$ cat src/include/wb_settings.svh
`ifndef WB_SETTINGS_SVH
`define WB_SETTINGS_SVH

// result slots per retiring instruction
`define WB_SLOTS 4

`define WB_DATA_W 64

// power of two
`define WB_SQ_DEPTH 4

`endif

$ cat src/hdl/wb_ctrl_pkg.sv
package wb_ctrl_pkg;

    // p_op bits that mark a far transfer loading EIP and CS
    localparam int P_OP_FAR_A = 36;
    localparam int P_OP_FAR_B = 35;
    localparam int P_OP_FAR_C = 32;

    typedef struct packed {
        logic        valid;
        logic        taken;
        logic        correct;
        logic [31:0] fip;    // branch target
        logic [36:0] p_op;   // micro-op control word
    } wb_branch_t;

    typedef struct packed {
        logic [31:0] new_eip;
        logic [31:0] fip_even;
        logic [31:0] fip_odd;
        logic        resteer;
    } wb_redirect_t;

    typedef struct packed {
        logic       val;
        logic [3:0] ex_type;   // bit 3 is the interrupt flag
    } wb_except_t;

endpackage

$ cat src/hdl/wb_slot_pkg.sv
`include "wb_settings.svh"

package wb_slot_pkg;

    typedef struct packed {
        logic [`WB_DATA_W-1:0] data;
        logic [31:0]           dest;   // low 3 bits index reg/seg file
        logic                  is_reg;
        logic                  is_seg;
        logic                  is_mem;
        logic                  wb;     // write-back enable
    } wb_slot_t;

    typedef struct packed {
        wb_slot_t [`WB_SLOTS-1:0] slot;
        logic [1:0]               size;   // shared by all slots
    } wb_slots_t;

    typedef struct packed {
        logic [`WB_SLOTS-1:0]   ld;
        logic [3*`WB_SLOTS-1:0] addr;   // slot 0 in low bits
    } wb_rf_write_t;

    typedef struct packed {
        logic [31:0]           addr;
        logic [`WB_DATA_W-1:0] data;
        logic [1:0]            size;
    } wb_store_t;

endpackage

$ cat src/hdl/wb_commit.sv
`include "wb_settings.svh"

module wb_commit (
    input  logic                      valid_in,
    input  wb_slot_pkg::wb_slots_t    slots,
    input  wb_slot_pkg::wb_rf_write_t reg_cand,
    input  wb_slot_pkg::wb_rf_write_t seg_cand,
    input  logic                      mem_cand,
    input  wb_slot_pkg::wb_store_t    store,
    input  wb_ctrl_pkg::wb_redirect_t redir_in,
    input  logic                      far_xfer,
    input  logic                      sq_full,
    output logic                      valid_out,
    output logic                      stall,
    output wb_slot_pkg::wb_rf_write_t reg_wr,
    output wb_slot_pkg::wb_rf_write_t seg_wr,
    output wb_slot_pkg::wb_slots_t    res,
    output logic                      mem_ld,
    output logic                      push,
    output wb_slot_pkg::wb_store_t    push_store,
    output wb_ctrl_pkg::wb_redirect_t redir_out
);

    assign stall     = valid_in & mem_cand & sq_full;
    assign valid_out = valid_in & ~stall;

    assign reg_wr.ld   = reg_cand.ld & {`WB_SLOTS{valid_out}};
    assign reg_wr.addr = reg_cand.addr;
    assign seg_wr.ld   = seg_cand.ld & {`WB_SLOTS{valid_out}};
    assign seg_wr.addr = seg_cand.addr;

    assign mem_ld = valid_out & mem_cand;
    assign push   = mem_ld;   // queue takes every committed store

    always_comb begin
        res = slots;
        if (far_xfer) begin
            // CS selector field of the far pointer
            res.slot[0].data = {{(`WB_DATA_W-16){1'b0}}, slots.slot[0].data[47:32]};
        end
    end

    always_comb begin
        push_store = store;
        if (far_xfer) begin
            push_store.size = 2'b11;
        end
    end

    always_comb begin
        redir_out         = redir_in;
        redir_out.resteer = redir_in.resteer & valid_out;
    end

endmodule

$ cat src/hdl/wb_redirect.sv
module wb_redirect (
    input  wb_ctrl_pkg::wb_branch_t   branch,
    input  logic [31:0]               eip,
    input  logic [31:0]               slot0_data,
    input  logic                      ie,
    input  logic [3:0]                ie_type,
    input  logic                      interrupt,
    output wb_ctrl_pkg::wb_redirect_t redir,
    output logic                      far_xfer,
    output wb_ctrl_pkg::wb_except_t   except
);

    import wb_ctrl_pkg::*;

    logic [31:0] target;
    logic [31:0] line;
    logic [31:0] line_next;

    assign far_xfer = branch.p_op[P_OP_FAR_A] | branch.p_op[P_OP_FAR_B]
                    | branch.p_op[P_OP_FAR_C];

    // far jumps take EIP from the slot 0 result
    assign target        = far_xfer ? slot0_data : branch.fip;
    assign redir.new_eip = branch.taken ? target : eip;

    assign line      = {branch.fip[31:4], 4'h0};
    assign line_next = line + 32'd16;

    // bank select on bit 4 of the line
    assign redir.fip_even = line[4] ? line_next : line;
    assign redir.fip_odd  = line[4] ? line : line_next;

    assign redir.resteer = branch.valid & ~branch.correct;   // ungated

    assign except.val     = ie | interrupt;
    assign except.ex_type = {interrupt, ie_type[2:0]};

endmodule

$ cat src/hdl/wb_slot_router.sv
`include "wb_settings.svh"

module wb_slot_router (
    input  wb_slot_pkg::wb_slots_t    slots,
    output wb_slot_pkg::wb_rf_write_t reg_cand,
    output wb_slot_pkg::wb_rf_write_t seg_cand,
    output logic                      mem_cand,
    output wb_slot_pkg::wb_store_t    store
);

    logic [`WB_SLOTS-1:0] mem_hit;

    genvar i;
    generate
        for (i = 0; i < `WB_SLOTS; i = i + 1) begin : g_slot
            assign reg_cand.ld[i] = slots.slot[i].is_reg & slots.slot[i].wb;
            assign seg_cand.ld[i] = slots.slot[i].is_seg & slots.slot[i].wb;
            assign mem_hit[i]     = slots.slot[i].is_mem & slots.slot[i].wb;

            // same index field feeds both files
            assign reg_cand.addr[3*i +: 3] = slots.slot[i].dest[2:0];
            assign seg_cand.addr[3*i +: 3] = slots.slot[i].dest[2:0];
        end
    endgenerate

    assign mem_cand = |mem_hit;

    // walk from the top so the lowest hit wins
    always_comb begin
        store      = '0;
        store.size = slots.size;
        for (int s = `WB_SLOTS - 1; s >= 0; s--) begin
            if (mem_hit[s]) begin
                store.addr = slots.slot[s].dest;
                store.data = slots.slot[s].data;
            end
        end
    end

endmodule

$ cat src/hdl/wb_store_queue.sv
`include "wb_settings.svh"

module wb_store_queue (
    input  logic                   clk,
    input  logic                   reset,
    input  logic                   push,
    input  wb_slot_pkg::wb_store_t push_store,
    input  logic                   mem_ready,
    output logic                   full,
    output logic                   mem_valid,
    output wb_slot_pkg::wb_store_t mem_store
);

    import wb_slot_pkg::*;

    localparam int DEPTH = `WB_SQ_DEPTH;
    localparam int PTR_W = $clog2(DEPTH);

    wb_store_t        entries [DEPTH];
    logic [PTR_W-1:0] rd_ptr;
    logic [PTR_W-1:0] wr_ptr;
    logic [PTR_W:0]   count;
    logic             pop;

    assign pop       = mem_valid & mem_ready;
    assign mem_valid = (count != '0);
    assign full      = (count == (PTR_W + 1)'(DEPTH));
    assign mem_store = entries[rd_ptr];   // head

    always_ff @(posedge clk) begin
        if (reset) begin
            rd_ptr <= '0;
            wr_ptr <= '0;
            count  <= '0;
        end else begin
            if (push) begin
                wr_ptr <= wr_ptr + 1'b1;   // wraps, depth is a power of two
            end
            if (pop) begin
                rd_ptr <= rd_ptr + 1'b1;
            end
            case ({push, pop})
                2'b10:   count <= count + 1'b1;
                2'b01:   count <= count - 1'b1;
                default: count <= count;
            endcase
        end
    end

    always_ff @(posedge clk) begin
        if (push) begin
            entries[wr_ptr] <= push_store;
        end
    end

endmodule

$ cat src/hdl/writeback_top.sv
module writeback_top (
    input  logic                      clk,
    input  logic                      reset,
    input  logic                      valid_in,
    input  wb_slot_pkg::wb_slots_t    slots,
    input  logic [31:0]               eip,
    input  wb_ctrl_pkg::wb_branch_t   branch,
    input  logic [15:0]               cs,
    input  logic [17:0]               eflags,
    input  logic                      ie,
    input  logic [3:0]                ie_type,
    input  logic                      interrupt,
    input  logic                      mem_ready,
    output logic                      valid_out,
    output logic                      stall,
    output wb_slot_pkg::wb_slots_t    res,
    output wb_slot_pkg::wb_rf_write_t reg_wr,
    output wb_slot_pkg::wb_rf_write_t seg_wr,
    output logic                      mem_ld,
    output wb_ctrl_pkg::wb_redirect_t redir,
    output logic [15:0]               cs_out,
    output logic [17:0]               eflags_out,
    output wb_ctrl_pkg::wb_except_t   except,
    output logic                      mem_valid,
    output wb_slot_pkg::wb_store_t    mem_store
);

    import wb_slot_pkg::*;
    import wb_ctrl_pkg::*;

    wb_rf_write_t reg_cand;
    wb_rf_write_t seg_cand;
    logic         mem_cand;
    wb_store_t    store;
    wb_redirect_t redir_raw;   // resteer not yet gated
    logic         far_xfer;
    logic         sq_full;
    logic         push;
    wb_store_t    push_store;

    assign cs_out     = cs;
    assign eflags_out = eflags;

    wb_slot_router u_router (
        .slots    (slots),
        .reg_cand (reg_cand),
        .seg_cand (seg_cand),
        .mem_cand (mem_cand),
        .store    (store)
    );

    wb_redirect u_redirect (
        .branch     (branch),
        .eip        (eip),
        .slot0_data (slots.slot[0].data[31:0]),
        .ie         (ie),
        .ie_type    (ie_type),
        .interrupt  (interrupt),
        .redir      (redir_raw),
        .far_xfer   (far_xfer),
        .except     (except)
    );

    wb_commit u_commit (
        .valid_in   (valid_in),
        .slots      (slots),
        .reg_cand   (reg_cand),
        .seg_cand   (seg_cand),
        .mem_cand   (mem_cand),
        .store      (store),
        .redir_in   (redir_raw),
        .far_xfer   (far_xfer),
        .sq_full    (sq_full),
        .valid_out  (valid_out),
        .stall      (stall),
        .reg_wr     (reg_wr),
        .seg_wr     (seg_wr),
        .res        (res),
        .mem_ld     (mem_ld),
        .push       (push),
        .push_store (push_store),
        .redir_out  (redir)
    );

    wb_store_queue u_store_queue (
        .clk        (clk),
        .reset      (reset),
        .push       (push),
        .push_store (push_store),
        .mem_ready  (mem_ready),
        .full       (sq_full),
        .mem_valid  (mem_valid),
        .mem_store  (mem_store)
    );

endmodule

$ cat config.mk
export PLATFORM = sky130hd
export DESIGN_NAME = writeback_top
export DESIGN_NICKNAME = d
export VERILOG_FILES = /design/src/hdl/wb_ctrl_pkg.sv /design/src/hdl/wb_slot_pkg.sv /design/src/hdl/wb_commit.sv /design/src/hdl/wb_redirect.sv /design/src/hdl/wb_slot_router.sv /design/src/hdl/wb_store_queue.sv /design/src/hdl/writeback_top.sv
export VERILOG_INCLUDE_DIRS = /design/src /design/src/include
export SDC_FILE = /design/constraint.sdc
export NUM_CORES = 1
export LEC_CHECK = 0
export ABC_AREA = 1
export BUFFER_PORTS_ARGS = -buffer_cell sky130_fd_sc_hd__buf_4
export CAP_MARGIN = 20
export CORE_AREA = 8 8 464 466
export CTS_CLUSTER_SIZE = 12
export DETAILED_ROUTE_END_ITERATION = 12
export DIE_AREA = 0 0 472 474
export SYNTH_ARGS = -nofsm -noshare
export SYNTH_HDL_FRONTEND = slang
export SYNTH_SLANG_ARGS = --single-unit
$ cat constraint.sdc
create_clock -name clk -period 13.5 [get_ports clk]
set_input_delay 0.675 -clock clk [delete_from_list [all_inputs] [get_ports clk]]
set_output_delay 0.675 -clock clk [all_outputs]
set_load 0.005 [all_outputs]
== Yosys cells after proc, flatten, opt, wreduce, memory -nomap -nowiden ==
Memory sizes are Yosys's and may differ from the RTL's. A register that Yosys moved wholly into a read port is not among the register bits.
Cells that the tools add are included.

* Bitwise gates (word level): 26
* Muxes and demuxes: 15
* Equal/unequal tests: 3
* Add/subtract/negate cells: 5
* Reductions and logical operators: 3

{| class="wikitable"
|+ Operator list
! cell !! count
|-
| $mux W96 || 4
|-
| $mux W32 || 4
|-
| $mux W64 || 1
|-
| $add A32 B5 Y32 const B || 1
|-
| $and A1 B1 Y1 || 19
|-
| $and A4 B4 Y4 || 2
|-
| $mux W2 || 3
|-
| $pmux W3 S2 || 1
|-
| $add A2 B1 Y2 const B || 2
|-
| $reduce_or A4 Y1 || 1
|-
| $add A3 B1 Y3 const B || 1
|-
| $eq A3 B3 Y1 const B || 1
|-
| $or A1 B1 Y1 || 3
|-
| $reduce_bool A3 Y1 || 1
|-
| $sub A3 B1 Y3 const B || 1
|-
| $eq A2 B1 Y1 const B || 1
|-
| $eq A2 B2 Y1 const B || 1
|-
| $mux W1 || 2
|-
| $not A1 Y1 || 2
|-
| $reduce_bool A2 Y1 || 1
|}

* Memories kept: 1
* Word-level logic and storage cells: 56
* Flip-flop bits (word level): 7
* Input port bits: 550
* RAM bits: 392
* Output and inout port bits: 672

{| class="wikitable"
|+ Memories
! name !! words !! bits a word !! rd ports !! clocked after Yosys merged registers in !! write ports !! RTL line !! text
|-
| u_store_queue.entries || 4 || 98 || 1 || 1 || 1 || wb_store_queue.sv:19 || <nowiki>wb_store_t entries [DEPTH];</nowiki>
|}

== Longest topological paths before layout ==
Gate-level depths: netlist of run 1.

* Depth after elaboration: 9
* Mapped depth: 11
* Mapped depth without buffers: 10

== By module ==
From an unflattened synthesis of run 1, not the netlist that was laid out.

* Cell total of the unflattened synthesis: 3,274
* Area, all modules: 26,912.1 um^2

{| class="wikitable"
|+ By module, submodules not included
! module !! area each (um^2) !! times used !! sequential area each (um^2) !! cells an instance
|-
| wb_store_queue || 14,983.1 || 1 || 11,951.5 || 1,014
|-
| wb_commit || 4,893.4 || 1 || 0.0 || 720
|-
| wb_slot_router || 4,865.9 || 1 || 0.0 || 1,102
|-
| wb_redirect || 1,914.3 || 1 || 0.0 || 404
|-
| writeback_top || 255.2 || 1 || 0.0 || 34
|}

== Least setup slack after synthesis of run 1 ==
Ideal clock, no wire load.

* Path kind: input to register
* From: in slots[202] (netlist bit)
* To: mem u_store_queue.entries[0][0] (netlist bit) (enable)
* Data arrival time: 5,328 ps
* Required time: 12,944 ps
* Library setup time: 556 ps
* Setup slack: 7,616 ps
* Cell stages on the path: 5
* Path buffers: 1
* Cells stage by stage: buf_2 -> nand2_2 -> nand4_1 -> nand3_2 -> nor2_1

* Cells in the longest elaborated chain, start to end: 9

{| class="wikitable"
|+ RTL lines
! item !! RTL line !! text
|-
| start: declaration || writeback_top.sv:5 || <nowiki>input wb_slot_pkg::wb_slots_t slots,</nowiki>
|-
| $and A1 B1 Y1 (*) || wb_slot_router.sv:18 || <nowiki>assign mem_hit[i] = slots.slot[i].is_mem & slots.slot[i].wb;</nowiki>
|-
| $reduce_or A4 Y1 (*) || wb_slot_router.sv:26 || <nowiki>assign mem_cand = |mem_hit;</nowiki>
|-
| $and A1 B1 Y1 (2 in a row) || wb_commit.sv:24 || <nowiki>assign stall = valid_in & mem_cand & sq_full;</nowiki>
|-
| $not A1 Y1 || wb_commit.sv:25 || <nowiki>assign valid_out = valid_in & ~stall;</nowiki>
|-
| $and A1 B1 Y1 || wb_commit.sv:25 ||
|-
| $and A1 B1 Y1 (*) || wb_commit.sv:32 || <nowiki>assign mem_ld = valid_out & mem_cand;</nowiki>
|-
| $mux W1 (*) || wb_store_queue.sv:51 || <nowiki>if (push) begin</nowiki>
|-
| $mux W1 (not written as such) (*) || wb_store_queue.sv:52 || <nowiki>entries[wr_ptr] <= push_store;</nowiki>
|-
| end: declaration || wb_store_queue.sv:19 ||
|}

Every way passes the cells marked *; elsewhere a longest branch is shown, timed or not.

== Worst setup path in the final report of run 1 ==
* From: in slots[3] (netlist bit)
* To: mem u_store_queue.entries[3][94] (netlist bit) (enable)

Same word-level chain as after synthesis.

==> impl_metrics.tcl, run 1 <==
set metrics [dict create \
    status "complete, no violations" \
    syn_to_final_growth_pct 41.64 \
    initial_utilization_pct 11.31 \
    ys_top_cells_by_count "buf_4 (424), edfxtp_1 (392), o21ai_0 (362)" \
    p_total_mw 4.286 \
    yosys_warnings 0 \
    final_nets 3725 \
    grt_pass1_vias 22430 \
    p_leak_nw 13.22 \
    finalMaxSlewViolations 0 \
    crit_chain "buf_4, nand2_8, nand4_1, nand3_2, nor2_4, buf_4, buf_4" \
    cts_sinks 401 \
    design_area_sq_um 33330 \
    detail-route-antenna-nets 0 \
    cts_tree "yes" \
    worstSetupPathType "input port to flop" \
    dp.final_hpwl_microns 192700 \
    grt_overflow 0 \
    grt_antenna_before_repair 199 \
    cts_buffers 48 \
    drt-initial-drc-count 2733 \
    cts.repair.resized 0 \
    synth_most_common_cell "buf_4" \
    cp_slowest_cell "buf_4" \
    coreArea_sq_um 208100 \
    drc 0 \
    cp.arrival_ns 4.57 \
    nFillCells 23420 \
    grt_use_total_pct 19.30 \
    cts_buffer_depth 3 \
    maxCapViolCount 0 \
    synth_edf_count 392 \
    tightest_slew_ns 1.098 \
    crit_path_max_fanout 45 \
    rsz0062_at_grt "false" \
    routedWlPerCell_microns 38.20 \
    die_w_microns 472 \
    grt_start_max_net_pins 151 \
    final_cells 5982 \
    drive_gt1_share_pct 39.26 \
    synth_flop_cell "edfxtp_1" \
    skew_ns 0.02563 \
    power.density_nw_per_um2 128.6 \
    via_per_inst 3.967 \
    hold_path_class "input port to flop" \
    root_buffer "clkbuf_16" \
    start_kind "input port" \
    port-buffer-count 1102 \
    crit_required_ns 13.76 \
    netlist.area_leader.share_pct 50.03 \
    dr_total_vias 23730 \
    place_area_sq_um 31640 \
    postCtsSetupBuffers 0 \
    drt_pre_antenna_iters 6 \
    io_pins 1222 \
    syn_avg_cell_area_sq_um 9.120 \
    rows 168 \
    gp_congestion 0.9662 \
    dpl.cell_count 5837 \
    fin_crit_sh_pct 31.97 \
    ys_types 40 \
    max-slew-margin-rel_pct 26.60 \
    routed_wl_microns 228500 \
    grt_pass1_wl_microns 275400 \
    async_flop_share_pct 0 \
    crit_path_max_incr_delay_ns 0.81 \
    fmax_mhz 231.7 \
    clk_latency_ns 0.66 \
    yosysSeqAreaShare_pct 50.79 \
    clk_pin_slew_ns 0.06 \
    setup_viol 0 \
    die_area_sq_um 223700 \
    fin_util_pct 16.01 \
    timing.setup.tns_ns 0 \
    crit_path_frequent_cell "buf_4" \
    hold_violations 0 \
    critPathCaptureType "flop" \
    fin_crit_ns 4.316 \
    synthTopCellsByArea "edfxtp_1 (50%), buf_4 (14%), o21ai_0 (7.7%)" \
    cts.htree.levels 2 \
    die_h_microns 474 \
    syn-cell-area_sq_um 23530 \
    ys_seq_elements 401 \
    hold_buffers 0 \
    yosysTopAreaCell "edfxtp_1" \
    ir_worst_vdd_mv 0.1191 \
    netlist_instances 2580 \
]
## layout make-up
cell class / count / area [sq um] / share of cell area, %
inverters: 85 / 339.1 / 1.017
well taps: 2720 / 3403 / 10.21
flip-flops and latches: 401 / 11960 / 35.88
multi-input cells: 1498 / 7415 / 22.25
clock inverters: 25 / 289.0 / 0.8672
clock buffers: 60 / 1246 / 3.739
repair buffers: 1133 / 8526 / 25.58
diodes: 60 / 150.1 / 0.4505
## per-stage QoR
| stage | worst slack [ns] | hold WS, ns |
|---|---|---|
| detailed placement | 8.484 | 0.4547 |
| floorplan | 7.616 | 0.4356 |
| finish | 9.184 | 0.2279 |
| CTS | 9.198 | 0.1450 |
| global route | 9.031 | 0.1864 |
| global placement | 8.483 | 0.4396 |
## cells in the final DEF (no fill, tap or decap), types with 5 or more instances in the layout
master     count
clkinv_2       6
o22ai_1      146
xor2_1         9
diode_2       60
inv_2          7
clkbuf_16     48
nand2_1      294
nand2_2        6
dfxtp_1        7
xnor2_1        6
ha_1           7
clkbuf_1      12
clkinv_1       5
conb_1        10
nand3_1      158
a31oi_1      127
inv_1         73
a21oi_1        7
nor2_4        10
nor2_1       309
inv_8          5
nor2_2         9
edfxtp_1     392
o21ai_0      362
o21ai_1        9
buf_4       1130
## cell families after synthesis
logic type                 share of synthesized area, %
AOI/OAI and AO/OA                                 15.43
other                                           0.03192
and+or+nand+nor                                   14.46
buffers and inverters                             18.13
adders and majority gates                        0.4573
DFF                                               50.79
xor gates and xnor gates                         0.6966
## metal layers
layer	part of all wire, %	GRT usage (%)	routed length, microns	vias up
met5	0.29	0	658	-
met4	5.9	9.180	13410	100
li1	-	-	-	9876
met2	46	32.08	105500	1736
met1	36	20.45	81500	11590
met3	12	9.618	27430	428
## power by group
group | switching (mW) | internal [mW]
logic | 0.924 | 0.531
clock network | 0.567 | 0.739
registers | 0.0468 | 1.48
## flip-flops by register name (all words and copies together), names as in the netlist, named ones only
name and cells:
u_store_queue.rd_ptr 2, u_store_queue.wr_ptr 2, u_store_queue.count 3, u_store_queue.entries 392
## worst max-delay path: cells and delay by family
family        cells  cell delay (ns)
buf+inv           3             1.88
simple gates      4             1.74
## path summary, 6_finish.rpt
kind	endpoint	start	slack [ns]	depth (start not counted)
min reg2reg	flop	u_store_queue.rd_ptr[1]$_SDFFE_PP0P_	0.46	2
max reg2reg	u_store_queue.entries[3][94]$_DFFE_PP_	u_store_queue.count[1]$_SDFFE_PP0P_	9.74	6
min	u_store_queue.wr_ptr[1]$_SDFFE_PP0P_	reset	0.23	2
max	u_store_queue.entries[3][94]$_DFFE_PP_	slots[3]	9.18	7
Note: power is estimated with default switching activity, not from simulation.
==> run 2: changes to the inputs <==
Settings changed: ABC_AREA 1 to 0, CORE_AREA 8 8 464 466 to 8 8 469 471, DIE_AREA 0 0 472 474 to 0 0 477 479.
Clock period 13.5 ns to 3.8 ns, I/O delays scaled along.
==> run 2 against run 1 <==
Compared with the run above:
- synthesized cell count fell by 32%
- wire length fell by 24%
- area after synthesis fell by 5.4%
- cell area fell by 0.11%
- register-to-register slack got worse by 8.3 ns
- clock skew rose by 0.0039 ns
- die area rose by 2.1%
- combinational power rose to 2.9 times the previous value
- via count fell by 20%
- count of clock-buffer cells in the layout fell by 6
- critical path type is now flop to primary output
==> impl_metrics.tcl, run 2 <==
set metrics [dict create \
    nFillCells 23640 \
    p_int_mw 9.796 \
    status "complete, no violations" \
    grt_pass1_vias 19260 \
    grt_overflow 0 \
    ys_types 46 \
    routedWlPerCell_microns 32.35 \
    cts_buffers 46 \
    grt_use_total_pct 14.36 \
    p_switching_mw 4.266 \
    cpLargestDelayFamily "flip-flops" \
    syn_avg_cell_area_sq_um 12.71 \
    power.density_nw_per_um2 422.4 \
    crit_path_max_incr_delay_ns 0.66 \
    detail-route-antenna-nets 0 \
    final_cell_mix "buf_4 (1130), edfxtp_1 (392), o21ai_0 (186)" \
    synth_most_common_cell "buf_4" \
    final_nets 3036 \
    hold_path_class "input port to flop" \
    yosysTopAreaCell "edfxtp_1" \
    drt_pre_antenna_iters 5 \
    design_area_sq_um 33290 \
    grt_start_max_net_pins 97 \
    fin_crit_sh_pct 74.13 \
    cts_buffer_depth 3 \
    yosysSeqAreaShare_pct 53.70 \
    setup_viol 0 \
    switching_share_pct 30.34 \
    grt_pass1_wl_microns 214700 \
    via_per_inst 3.528 \
    cts.repair.resized 0 \
    ys_top_cells_by_count "buf_4 (413), edfxtp_1 (392), o21ai_0 (186)" \
    yosys_warnings 0 \
    crit_required_ns 3.61 \
    maxCapViolCount 0 \
    hold_violations 0 \
    final_common_cell "buf_4" \
    cp.arrival_ns 2.63 \
    drive_gt1_share_pct 54.12 \
    cts.htree.levels 2 \
    max-slew-margin-rel_pct 26.08 \
    largest_reg_flops 392 \
    max_flop_register "u_store_queue.entries" \
    clockPowerShare_pct 31.5 \
    ys_seq_elements 401 \
    die_h_microns 479 \
    crit_path_frequent_cell "buf_12" \
    fin_crit_ns 2.817 \
    die_area_sq_um 228500 \
    drt-initial-drc-count 1747 \
    multi_input_area_sq_um 6720 \
    start_kind "flop" \
    skew_ns 0.02952 \
    pre_cts_ws_ns 1.268 \
    syn_to_final_growth_pct 49.58 \
    worstSetupPathType "flop to primary output" \
    tightest_slew_ns 1.097 \
    coreArea_sq_um 212900 \
    fin_worst_hold_slack_ns 0.08040 \
    biggestRegsByFlops "u_store_queue.entries: 392 flops, u_store_queue.count: 3 flops" \
    place_area_sq_um 31180 \
    dp.final_hpwl_microns 151000 \
    netlist_instances 1751 \
    rows 170 \
    async_flop_share_pct 0 \
    gp_congestion 0.9654 \
    netlist.area_leader.share_pct 52.89 \
    critPathCaptureType "primary output" \
    root_buffer "clkbuf_16" \
    cp_slowest_cell "dfxtp_4" \
    finalMaxSlewViolations 0 \
    routed_wl_microns 174100 \
    seq_area_sq_um 11960 \
    port-buffer-count 1102 \
    dr_total_vias 18990 \
    initial_utilization_pct 10.45 \
    timing.setup.tns_ns 0 \
    crit_path_max_fanout 21 \
    clk_pin_slew_ns 0.06 \
    die_w_microns 477 \
    crit_buf_inv 3 \
    clk_latency_ns 0.64 \
    crit_chain "buf_12, buf_12, mux4_2, buf_4" \
    synthTopCellsByArea "edfxtp_1 (53%), buf_4 (14%), mux4_2 (9.9%)" \
    io_pins 1222 \
    syn-cell-area_sq_um 22260 \
    grt_antenna_before_repair 135 \
    p_leak_nw 12.25 \
    synth_flop_cell "edfxtp_1" \
    drc 0 \
    fmax_mhz 355.0 \
    synth_edf_count 392 \
    p_comb_share_pct 30.5 \
    worst_slack_ns 0.9829 \
    cts_tree "yes" \
    ir_worst_vdd_mv 0.2750 \
    cts_sinks 401 \
    rsz0062_at_grt "false" \
    fin_util_pct 15.64 \
    seqPwrFrac_pct 38.0 \
]
==> run 2: changes by cell type after synthesis, sizes merged, moves of 32 or more <==
| cell | before | now |
|---|---|---|
| nand3 | 162 | 15 |
| o21ai | 372 | 193 |
| a31oi | 127 | 0 |
| mux4 | 0 | 98 |
| a221oi | 0 | 96 |
| and2 | 1 | 56 |
| o22ai | 146 | 0 |
| clkbuf | 120 | 81 |
| nand2 | 305 | 117 |
| inv | 84 | 8 |
| nor2 | 328 | 45 |
| mux2i | 0 | 32 |
==> run 2: metal layers <==
| layer | global-route usage [%] | up-vias | routed length (microns) |
|---|---|---|---|
| met2 | 25.86 | 1408 | 87140 |
| li1 | - | 7612 | - |
| met3 | 7.360 | 361 | 20830 |
| met5 | 0 | - | 586 |
| met4 | 4.754 | 94 | 7080 |
| met1 | 14.27 | 9513 | 58490 |
==> run 2: worst register-to-register path, cell delays in order, from the launching register on <==
cell	delay [ns]
dfxtp_1	0.40
nand4bb_1	0.20
o311ai_2	0.15
inv_1	0.23
and2_4	0.48
buf_12	0.29
==> run 2: stage by stage <==
stage | std cells | total power, mW
6_report | 5382 | 14.06
5_1_grt | 5354 | 14.63
4_1_cts | 5348 | 14.34
3_5_place_dp | 5214 | 9.763
3_3_place_gp | 5214 | 9.723
2_1_floorplan | 1759 | 7.288
==> run 2: power groups by stage <==
stage	logic (mW)	registers (mW)	clock network [mW]
detailed placement	4.32	5.44	0
global placement	4.30	5.42	0
finish	4.29	5.35	4.43
global route	4.53	5.37	4.73
CTS	4.40	5.35	4.59
floorplan	1.91	5.38	0
==> run 2: kinds of logic after synthesis <==
family / share of synthesized area, %
compound gates: 9.096
xor+xnor: 1.731
fa+ha+maj: 0.4834
buf+inv: 16.47
flops: 53.70
mux: 12.16
other cells: 0.03374
simple gates: 6.324
==> run 2: worst paths after layout <==
path	from	end	slack (ns)	depth (start not counted)
min	slots[79]	u_store_queue.entries[2][43]$_DFFE_PP_	0.08	3
max reg2reg	u_store_queue.count[0]$_SDFFE_PP0P_	u_store_queue.entries[3][40]$_DFFE_PP_	1.47	5
max	flop	mem_store[44]	0.98	4
min reg2reg	u_store_queue.wr_ptr[1]$_SDFFE_PP0P_	u_store_queue.wr_ptr[1]$_SDFFE_PP0P_	0.51	2
==> run 2: what timing repair did <==
item | 4_1_cts | 5_1_grt
buffers inserted | 0 | 0
hold endpoints to repair | 205 | 0
hold buffers | 53 | 0
==> run 2: area by class of cell <==
cell class	count	area share [%]
Tap cell	2838	10.67
Antenna cell	33	0.2480
Clock inverter	27	0.9208
Timing Repair Buffer	1206	28.42
Clock buffer	54	3.548
Multi-Input combinational cell	815	20.19
Inverter	8	0.09020
Sequential cell	401	35.92
